**src/design/write_path_consts.svh**
```systemverilog
`ifndef WRITE_PATH_CONSTS_SVH
`define WRITE_PATH_CONSTS_SVH

// data path word.
`define WORD_WIDTH 32

// 1024 words of data memory.
`define ADDR_WIDTH 10

// output window at the top of the address space.
`define IO_PORT_COUNT 4
`define IO_PORT_ADDR_WIDTH 2

// first address of the window that runs to 1023.
`define IO_BASE_ADDR 1020

`endif

```
**src/design/write_path_pkg.sv**
```systemverilog
`include "write_path_consts.svh"

package write_path_pkg;

    // store request as registered toward the data RAM.
    typedef struct packed {
        logic                   wren;
        logic [`ADDR_WIDTH-1:0] addr;
        logic [`WORD_WIDTH-1:0] data;
    } write_req_t;

    // one address word seen whole for the window compare
    // or split after the window base has been taken off.
    typedef union packed {
        logic [`ADDR_WIDTH-1:0] raw;
        struct packed {
            logic [`ADDR_WIDTH-`IO_PORT_ADDR_WIDTH-1:0] upper;
            logic [`IO_PORT_ADDR_WIDTH-1:0]             port;
        } split;
    } io_addr_u;

    // port write enables and the shared port data.
    typedef struct packed {
        logic [`IO_PORT_COUNT-1:0] wren; // one-hot or zero.
        logic [`WORD_WIDTH-1:0]    data;
    } io_bus_t;

endpackage

```
**src/design/io_out_latch.sv**
```systemverilog
`timescale 1ns/1ps
`include "write_path_consts.svh"

module io_out_latch
    import write_path_pkg::*;
(
    input  logic                      clock,
    input  logic                      rst_n,
    input  io_bus_t                   io_bus,
    output logic [`WORD_WIDTH-1:0]    port_data [`IO_PORT_COUNT],
    output logic [`IO_PORT_COUNT-1:0] port_update
);

    // one holding register per port.
    always_ff @(posedge clock) begin
        if (!rst_n) begin
            for (int i = 0; i < `IO_PORT_COUNT; i++) begin
                port_data[i] <= '0;
            end
        end else begin
            for (int i = 0; i < `IO_PORT_COUNT; i++) begin
                if (io_bus.wren[i]) begin
                    port_data[i] <= io_bus.data; // load, else hold.
                end
            end
        end
    end

    // strobe lines up with the new port value.
    always_ff @(posedge clock) begin
        if (!rst_n) begin
            port_update <= '0;
        end else begin
            port_update <= io_bus.wren;
        end
    end

endmodule

```
**config.mk**
```make
export PLATFORM = sky130hd
export DESIGN_NAME = io_out_latch
export DESIGN_NICKNAME = d
export VERILOG_FILES = /design/src/design/write_path_pkg.sv /design/src/design/io_out_latch.sv
export VERILOG_INCLUDE_DIRS = /design/src /design/src/design
export SDC_FILE = /design/constraint.sdc
export NUM_CORES = 1
export LEC_CHECK = 0
export BUFFER_PORTS_ARGS = -buffer_cell sky130_fd_sc_hd__buf_2
export CAP_MARGIN = 10
export CELL_PAD_IN_SITES_DETAIL_PLACEMENT = 0
export CELL_PAD_IN_SITES_GLOBAL_PLACEMENT = 1
export CORE_UTILIZATION = 39
export CTS_CLUSTER_SIZE = 12
export DETAILED_ROUTE_END_ITERATION = 6
export PLACE_DENSITY_LB_ADDON = 0.1
export SYNTH_ARGS = -nofsm -noshare
export SYNTH_HDL_FRONTEND = slang
export SYNTH_SLANG_ARGS = --single-unit
```
**constraint.sdc**
```tcl
create_clock -name clock -period 0.8 [get_ports clock]
set_input_delay 0.08 -clock clock [delete_from_list [all_inputs] [get_ports clock]]
set_output_delay 0.08 -clock clock [all_outputs]
set_load 0.05 [all_outputs]
```
-- Word level (Yosys, flattened, before mapping)
Cells that the tools add are included.
- flip-flop bits (word level): 132
- input port bits: 38
- output and inout bits: 132
- word-level logic and storage cells: 5

-- Logic depth before layout (Yosys ltp)
- depth in word-level cells: 0
- mapped depth: 4
- mapped depth without buffers: 2

-- Worst setup path after synthesis
OpenSTA, ideal clock, no wires.
- kind: register -> register
- start point: register port_data[0] (netlist name)
- end point: register port_data[0] (netlist bit)
- library setup time: 0.066 ns
- arrival: 0.838 ns
- required time: 0.734 ns
- path slack: -0.103 ns
- stages on the path, launching flop included: 3
- buffers on the path: 0
- clock period less this slack: 0.903 ns
- cells stage by stage: dfxtp_1 -> mux2i_1 -> nor2b_1
- RTL lines (element ; RTL line ; source):
    to (signal, indexed assignment) ; io_out_latch.sv:23 ; port_data[i] <= io_bus.data;
    to (decl) ; io_out_latch.sv:10 ; output logic [`WORD_WIDTH-1:0] port_data [`IO_PORT_COUNT],

-- Final worst setup path
- start point: register port_data[36] (netlist bit)
- end point: output port port_data[36] (netlist bit)
No word-level cell between the ends.

==> impl_metrics.yaml <==
outcome:
  status: "finished with violations"
  violations: "setup timing"
power_and_ir_drop:
  power_density_nw_per_um2: 2200
  power_mw: 18.4
  p_leak_nw: 3.77
  irDropWorstVdd_v: 0.00126
detailed_routing:
  post_drt_via_cell_ratio: 4.44
  antenna_left: 0
  num_vias: 3606
  wl_per_cell_um: 15.5
  drc: 0
  routed_wl_um: 12600
  firstDrtPassIters: 4
  drt-initial-drc-count: 142
worst_hold_path:
  hold_start: "io_bus[28]"
  hold_path.class: "in -> reg"
synthesis:
  netlist_area_um2: 5120
  syn_inst: 422
  ys_seq_area_frac: 0.516
  synth_warnings: 0
  ys_ff_latch: 132
  syn_avg_cell_area_um2: 12.1
  synth_cell_types: 8
  syn-num-nets: 460
timing:
  max_freq_ghz: 1.01
  worstMarginPinSlew_ns: 0.300
  period_minus_slack_ns: 0.989
  rsz0062_at_grt: "yes"
  setup_ws_ns: -0.189
  period_share: 1.24
  slew_headroom: 0.800
  drv_slew: 0
  setup_viol: 133
  fin_skew_ns: 0
  timing.final.hold_violations: 0
cells_and_area:
  drive_gt1_frac: 0.550
  n_fill_cell: 1001
  seqCellArea_um2: 2810
  layout.nets: 667
  syn_to_final_growth_pct: 63.3
  stdcell_count: 812
  multi_input_area_um2: 2110
  finish.utilization: 0.658
  antenna_cells: 0
clock_tree:
  cts-root-buf: "clkbuf_16"
  cts.htree.levels: 4
  clk_pin_slew_worst_paths_ns: 0.05
  cts_buffer_depth: 2
  cts_sinks: 132
  cts_buffers: 17
  clk_latency_ns: 0.40
  cts_tree: "done"
global_route:
  antenna_found_initial: 0
  grt_pass1_wl_um: 19300
  grt_use_total: 0.190
  grt_overflow: 0
  grt_start_max_net_pins: 88
  first_global_vias: 3600
die:
  dieWidth_um: 117
  core_um2: 12700
  io_pins: 170
  num_rows: 41
  die_h_um: 117
  die_area_um2: 13600
  initial_core_util: 0.403
critical_path:
  worstSetupPathDepth: 1
  critPathLaunchType: "register"
  cp.arrival_ns: 0.91
  slowest_delay_ns: 0.35
  crit_buf_inv: 1
  crit_end: "port_data[36]"
  end_kind: "primary output"
  crit_slowest_cell: "dfxtp_2"
  worstPathCellList: "buf_8"
  cp_data_required_time_ns: 0.72
  r2r_start: "port_data[85]"
  cp_top_family: "flip-flops"
  crit_type: "reg -> out"
  critPathMaxFanout: 2
  r2r_cells: 4
  crit_start: "port_data[36]"
  regToRegSetupSlack_ns: -0.01
  r2r_end: "port_data[85]"
placed_design:
  dp_slack_ns: -0.0530
  dp_hpwl_um: 7830
  dp.cells: 745
  port_buffers: 169
  gp_congestion: 0.692
job:
  maxCapViolCount: 0
synthesized netlist by cell type (all sizes together):
cell / instances / area share
mux2i: 128 / 0.25
and2: 4 / 0.0049
buf: 25 / 0.070
clkbuf: 5 / 0.0037
dfxtp: 132 / 0.52
nor2b: 128 / 0.16
where the power goes:
group / total, mW / switching [mW] / leakage [nW] / internal, mW
clock: 7.05 / 2.56 / 0.278 / 4.48
sequential: 7.41 / 0.345 / 1.14 / 7.07
combinational: 3.92 / 2.17 / 2.35 / 1.75
repair_timing:
action / CTS / global route
gates cloned: 0 / 0
endpoints found under the hold margin: 87 / 0
buffers inserted: 6 / 5
endpoints found under the setup margin: 132 / 132
resized for setup: 345 / 42
hold buffers: 26 / 0
state kept, by name, summed over array words and instances, names as in the netlist:
register     count
port_data      128
port_update      4
how the worst min path moves through the flow:
stage / to / slack (ns) / cells past startpoint
floorplan: port_data[64] / 0.25 / 2
global route: port_data[110] / 0.02 / 3
global placement: port_data[53] / 0.39 / 3
detailed placement: port_data[25] / 0.40 / 3
CTS: port_data[33] / 0.002 / 3
finish: port_data[124] / 0.01 / 3
tightest hold or removal path, cell delays in order:
cell     delay, ns
buf_2         0.13
mux2i_1       0.08
nor2b_1       0.09
placed cells by master, fill, tap and decap left out:
cell / count
and2_1: 4
buf_12: 11
buf_2: 37
buf_4: 10
buf_6: 17
buf_8: 117
clkbuf_1: 2
clkbuf_16: 17
clkbuf_8: 7
clkinv_2: 4
dfxtp_2: 132
dlygate4sd3_1: 26
mux2i_1: 128
nor2b_1: 128
cell families after synthesis:
kind of cell           Yosys count  synth area share
buffers and inverters           30            0.0732
flip-flops                     132             0.516
multiplexers                   128             0.250
AND/OR/NAND/NOR                132             0.161
cell type report:
cell class / instances / share of cell area
Multi-Input combinational cell: 260 / 0.252
Tap cell: 172 / 0.0257
Timing Repair Buffer: 218 / 0.321
Sequential cell: 132 / 0.336
Clock buffer: 26 / 0.0632
Clock inverter: 4 / 0.00239
stage by stage:
step	setup TNS (ns)	hold slack, ns	instance area, µm²
floorplan	0	0.249	5290
global placement	-0.293	0.387	6200
detailed placement	-1.35	0.398	6200
CTS	-24.84	0.00237	8170
global route	-27.04	0.0173	8370
finish	-22.05	0.0145	8370
layer usage:
metal,vias up,routed length (µm),track usage
li1,1808,-,-
met1,1674,5340,0.225
met2,108,6110,0.306
met3,16,909,0.0758
met4,0,257,0.0827
met5,-,0,0
(Power assumes the default switching activity.)
