### config.mk
export PLATFORM = sky130hd
export DESIGN_NAME = io_write_port
export DESIGN_NICKNAME = d
export VERILOG_FILES = /design/src/design/write_path_pkg.sv /design/src/design/io_write_port.sv
export VERILOG_INCLUDE_DIRS = /design/src /design/src/design
export SDC_FILE = /design/constraint.sdc
export NUM_CORES = 1
export LEC_CHECK = 0
export BUFFER_PORTS_ARGS = -buffer_cell sky130_fd_sc_hd__buf_2
export CORE_ASPECT_RATIO = 1.1
export CORE_MARGIN = 3
export CORE_UTILIZATION = 35
export DETAILED_ROUTE_END_ITERATION = 8
export MAX_ROUTING_LAYER = met4
export PLACE_DENSITY = 0.8
export SLEW_MARGIN = 40
export SYNTH_ARGS = -nofsm -noshare
export SYNTH_HDL_FRONTEND = slang
export SYNTH_SLANG_ARGS = --single-unit
### constraint.sdc
create_clock -name clock -period 0.8 [get_ports clock]
set_input_delay 0.12 -clock clock [delete_from_list [all_inputs] [get_ports clock]]
set_output_delay 0.12 -clock clock [all_outputs]
set_load 0.005 [all_outputs]
### src/design/write_path_consts.svh
`ifndef WRITE_PATH_CONSTS_SVH
`define WRITE_PATH_CONSTS_SVH

// data path word.
`define WORD_WIDTH 32

// 1024 words of data memory.
`define ADDR_WIDTH 10

// output window at the top of the address space.
`define IO_PORT_COUNT 4
`define IO_PORT_ADDR_WIDTH 2

// first address of the window that runs to 1023.
`define IO_BASE_ADDR 1020

`endif

### src/design/write_path_pkg.sv
`include "write_path_consts.svh"

package write_path_pkg;

    // store request as registered toward the data RAM.
    typedef struct packed {
        logic                   wren;
        logic [`ADDR_WIDTH-1:0] addr;
        logic [`WORD_WIDTH-1:0] data;
    } write_req_t;

    // one address word seen whole for the window compare
    // or split after the window base has been taken off.
    typedef union packed {
        logic [`ADDR_WIDTH-1:0] raw;
        struct packed {
            logic [`ADDR_WIDTH-`IO_PORT_ADDR_WIDTH-1:0] upper;
            logic [`IO_PORT_ADDR_WIDTH-1:0]             port;
        } split;
    } io_addr_u;

    // port write enables and the shared port data.
    typedef struct packed {
        logic [`IO_PORT_COUNT-1:0] wren; // one-hot or zero.
        logic [`WORD_WIDTH-1:0]    data;
    } io_bus_t;

endpackage

### src/design/io_write_port.sv
`timescale 1ns/1ps
`include "write_path_consts.svh"

module io_write_port
    import write_path_pkg::*;
(
    input  logic                   clock,
    input  logic                   rst_n,
    input  logic                   wren,
    input  logic [`ADDR_WIDTH-1:0] write_addr,
    input  logic [`WORD_WIDTH-1:0] write_data,
    output write_req_t             ram_req,
    output io_bus_t                io_bus
);

    localparam logic [`ADDR_WIDTH-1:0] IO_FIRST = `ADDR_WIDTH'(`IO_BASE_ADDR);
    localparam logic [`ADDR_WIDTH-1:0] IO_LAST  =
        `ADDR_WIDTH'(`IO_BASE_ADDR + `IO_PORT_COUNT - 1);

    io_addr_u                  req_addr;
    io_addr_u                  port_offset;
    logic                      in_window;
    logic [`IO_PORT_COUNT-1:0] port_sel;

    // every store goes to RAM as it came in.
    always_ff @(posedge clock) begin
        if (!rst_n) begin
            ram_req.wren <= 1'b0;
        end else begin
            ram_req.wren <= wren;
        end
    end

    always_ff @(posedge clock) begin
        ram_req.addr <= write_addr;
        ram_req.data <= write_data;
    end

    // window check on the raw address.
    always_comb begin
        req_addr.raw = write_addr;
        in_window    = (req_addr.raw >= IO_FIRST) && (req_addr.raw <= IO_LAST);
    end

    // translate to a port index relative to the window base.
    always_comb begin
        port_offset.raw = req_addr.raw - IO_FIRST;
        port_sel        = '0;
        if (wren && in_window) begin
            port_sel[port_offset.split.port] = 1'b1; // one port only.
        end
    end

    always_ff @(posedge clock) begin
        if (!rst_n) begin
            io_bus.wren <= '0;
        end else begin
            io_bus.wren <= port_sel;
        end
    end

    // the data word is shared by all ports.
    always_ff @(posedge clock) begin
        io_bus.data <= write_data;
    end

endmodule

After elaboration in Yosys (flattened, before gate mapping)
Index checks and enable logic that the tools add are counted.
Word-level totals
  input port bits: 45
  register bits after elaboration: 47
  output and inout port bits: 79
  word-level logic and storage cells: 15
Operators by class
  reductions and logical operators: 4
  multiplexer cells: 2
  $add $sub $neg: 1
  order comparisons: 4
Operator list (number)
  $ge 10x10->1 const B: 1
  $le 10x10->1 const B: 1
  $logic_and 1x1->1: 3
  $lt 2x3->1 const B: 1
  $demux 1 s2: 1
  $ge 2x1->1 const B: 1
  $reduce_and 2->1: 1
  $sub 2x1->2 const B: 1
  $mux 1: 1

Longest topological paths before layout
  depth in word-level cells: 5
  mapped depth: 2
  depth with buffers taken out: 2

Worst setup path before layout
Ideal clock, no wire load.
  kind: input port to flip-flop
  from: in write_addr[6]
  to: reg io_bus[33] (netlist name)
  data arrival time: 486 ps
  setup time: 92 ps
  cell stages on the path: 2
  setup slack: 222 ps
  path buffers: 0
  required time: 708 ps
  cell sequence: nand4_1 > nor4_1
On the way
  longest elaborated chain between the ends: 4
  elaborated cells on any way between the ends: 5
  classes of those cells: 2 x order compare; 3 x reduce/logical
RTL lines
  start, declared: RTL line io_write_port.sv:10  | input logic [`ADDR_WIDTH-1:0] write_addr,
  $ge 10x10->1 / $le 10x10->1 (equally long branches): RTL line io_write_port.sv:42  | in_window = (req_addr.raw >= IO_FIRST) && (req_addr.raw <= IO_LAST);
  $logic_and 1x1->1 (*): RTL line io_write_port.sv:42
  $logic_and 1x1->1 (*): RTL line io_write_port.sv:49  | if (wren && in_window) begin
  $reduce_and 2->1 (no line) (*)
  end, declared: RTL line io_write_port.sv:13  | output io_bus_t io_bus
Every way passes the cells marked *; elsewhere a longest branch is shown, timed or not.
A chain may end at the register's enable or synchronous reset.

Final worst setup path
  from: reg io_bus[28] (netlist name)
  to: out io_bus[28] (netlist name)
No word-level cell between the ends.

==> flow_metrics.py <==
metrics = {
    "run_status": {
        "status": "finished with violations",
        "failed_checks": "setup timing",
    },
    "timing": {
        "hold_slack_ps": 40.8,
        "slew_viol_final": 0,
        "fin_tns_setup_ps": -10330,
        "slew_headroom": 0.822,
        "period_needed_ps": 951,
        "rsz0062_at_grt": "true",
        "worst_pin_slew_ps": 266,
        "final_hold_viol_count": 0,
        "max_clock_freq_mhz": 1050,
        "timing.final.ws_setup_ps": -151,
        "final.period_utilization": 1.19,
        "setup_violations": 79,
    },
    "worst_setup_path": {
        "start_kind": "flop",
        "critPathSlowestCell": "dfxtp_2",
        "critPathKind": "flop to primary output",
        "cp.required_ps": 680,
        "cp_top_family": "flip-flops",
        "critPathBufInv": 1,
        "worstPathMaxFanout": 2,
        "cp.arrival_ps": 830,
        "path_cells": "buf_2",
        "endpoint_kind": "primary output",
        "cp_slowest_stage_delay_ps": 370,
    },
    "synth": {
        "netlist_area_mm2": 0.00126,
        "synth-seq-cells": 47,
        "ys_types": 10,
        "ys_warn_count": 0,
        "yosysSeqAreaShare": 0.746,
        "avgSynthCellArea_um2": 13.9,
        "syn_nets": 136,
        "netlist_instances": 91,
    },
    "clocking": {
        "htreeDepth": 2,
        "numCtsBuffers": 5,
        "path_clk_slew_ps": 140,
        "clock_sinks": 47,
        "cts.path.max_buffers": 2,
        "cts_root_buf": "clkbuf_4",
        "cts_tree": "yes",
        "cts_post_setup_buffers_inserted": 0,
    },
    "detailed_routing": {
        "vias": 1136,
        "drtPass1Iterations": 4,
        "viasPerCell": 4.06,
        "wirelength_um": 3850,
        "drcViolationCount": 0,
        "drt_first_iter_violations": 12,
        "final_antenna_net_count": 0,
        "wl_per_cell_um": 13.8,
    },
    "finish": {
        "syn2layout_area_growth_pct": 92.2,
        "nFillCells": 233,
        "n_antenna_cell": 0,
        "drive_gt1_frac": 0.737,
        "fin_nets": 276,
    },
    "power_and_ir_drop": {
        "power_density_mw_per_mm2": 1920,
        "leakagePower_nw": 1.21,
        "peakVddDrop_uv": 1420,
    },
    "global_route": {
        "grt_util_all_layers": 0.177,
        "overflow": 0,
        "grt_pass1_vias": 1161,
        "antenna_found_initial": 0,
        "grt_max_degree": 16,
        "grt_pass1_wl_um": 5380,
    },
    "die": {
        "dieArea_mm2": 0.00436,
        "rows": 22,
        "initial_core_util": 0.373,
        "die_x_um": 63.2,
        "io_pins": 124,
        "core_area_mm2": 0.00339,
        "die_y_um": 69.0,
    },
    "place": {
        "portBuffers": 123,
        "place_congestion": 0.709,
        "dp_hpwl_um": 2230,
    },
    "job": {
        "max-cap-violations": 0,
    },
    "hold_path": {
        "hp-class": "input pin to flop",
    },
}
## cells in the mapped netlist (all sizes together)
master  count  area (um^2)
inv         1         3.75
dfxtp      47          941
nand2       2         7.51
nor4b       1         15.0
nand2b      2         12.5
nor2        1         3.75
nand4       2         18.8
nor4        3         18.8
buf        32          240
## tightest hold or removal path, stage by stage
cell	delay [ps]
buf_2	110
nand2b_1	100
nor4_1	40
## final timing paths
kind | from | end | slack [ps] | depth (start not counted)
worst max-delay path | io_bus[28]$_DFF_P_ | io_bus[28] | -150 | 1
worst min-delay path | write_addr[1] | io_bus[33]$_SDFF_PN0_ | 40 | 3
## sequential cells by signal, indices dropped and copies added (netlist names)
name     cells
io_bus      36
ram_req     11
## cell families (layout without fill, tap and decap cells)
kind of cell,count (synthesis),in the layout,synth area share
buffers and inverters,33,174,0.193
DFF,47,47,0.746
and+or+nand+nor,11,11,0.0605
## area by class of cell
class	instances	area, um^2	share of cell area
Tap cell	48	60.1	0.0248
Multi-Input combinational cell	11	87.6	0.0361
Timing Repair Buffer	165	1190	0.493
Inverter	1	3.75	0.00155
Clock buffer	6	51.3	0.0212
Clock inverter	2	38.8	0.0160
Sequential cell	47	988	0.408
## cell usage in the layout, fill, tap and decap left out
cell	count
dlymetal6s4s_1	1
nand4_2	1
buf_2	98
buf_6	24
clkbuf_4	5
inv_6	1
dlygate4sd3_1	42
nand2_1	2
clkbuf_8	1
nor2_2	1
dfxtp_1	9
inv_1	1
nor4b_4	1
dfxtp_2	38
bufinv_16	1
nand2b_1	2
nand4_1	1
nor4_1	3
## layer usage
| metal | track usage | wire length (um) | share of wire | up-vias |
|---|---|---|---|---|
| li1 | - | - | - | 534 |
| met1 | 0.164 | 1230 | 0.32 | 517 |
| met2 | 0.318 | 2130 | 0.55 | 77 |
| met3 | 0.0713 | 414 | 0.11 | 8 |
| met4 | 0.0997 | 73 | 0.019 | 0 |
| met5 | - | 0 | 0 | - |
## metrics by stage
step	worst slack (ps)	total power (W)	cell area, um^2	utilization	std cells
floorplan	222	0.00271	1260	-	91
global placement	71.4	0.00289	1700	0.501	230
detailed placement	12.1	0.00290	1700	0.501	230
CTS	-155	0.00455	2250	0.664	280
global route	-206	0.00485	2420	0.716	280
finish	-151	0.00465	2420	0.716	280
## where the power goes
group | internal [W] | total [W] | switching [W]
clock | 0.000756 | 0.00151 | 0.000759
sequential | 0.00248 | 0.00254 | 0.0000607
combinational | 0.000412 | 0.000601 | 0.000189
## timing repair
| action | CTS | global route |
|---|---|---|
| resized for setup | 24 | 41 |
| hold buffers | 42 | 1 |
| endpoints found under the hold margin | 43 | 1 |
| pin swaps | 0 | 0 |
| setup endpoints to repair | 79 | 81 |
Note: power is estimated with default switching activity, not from simulation.
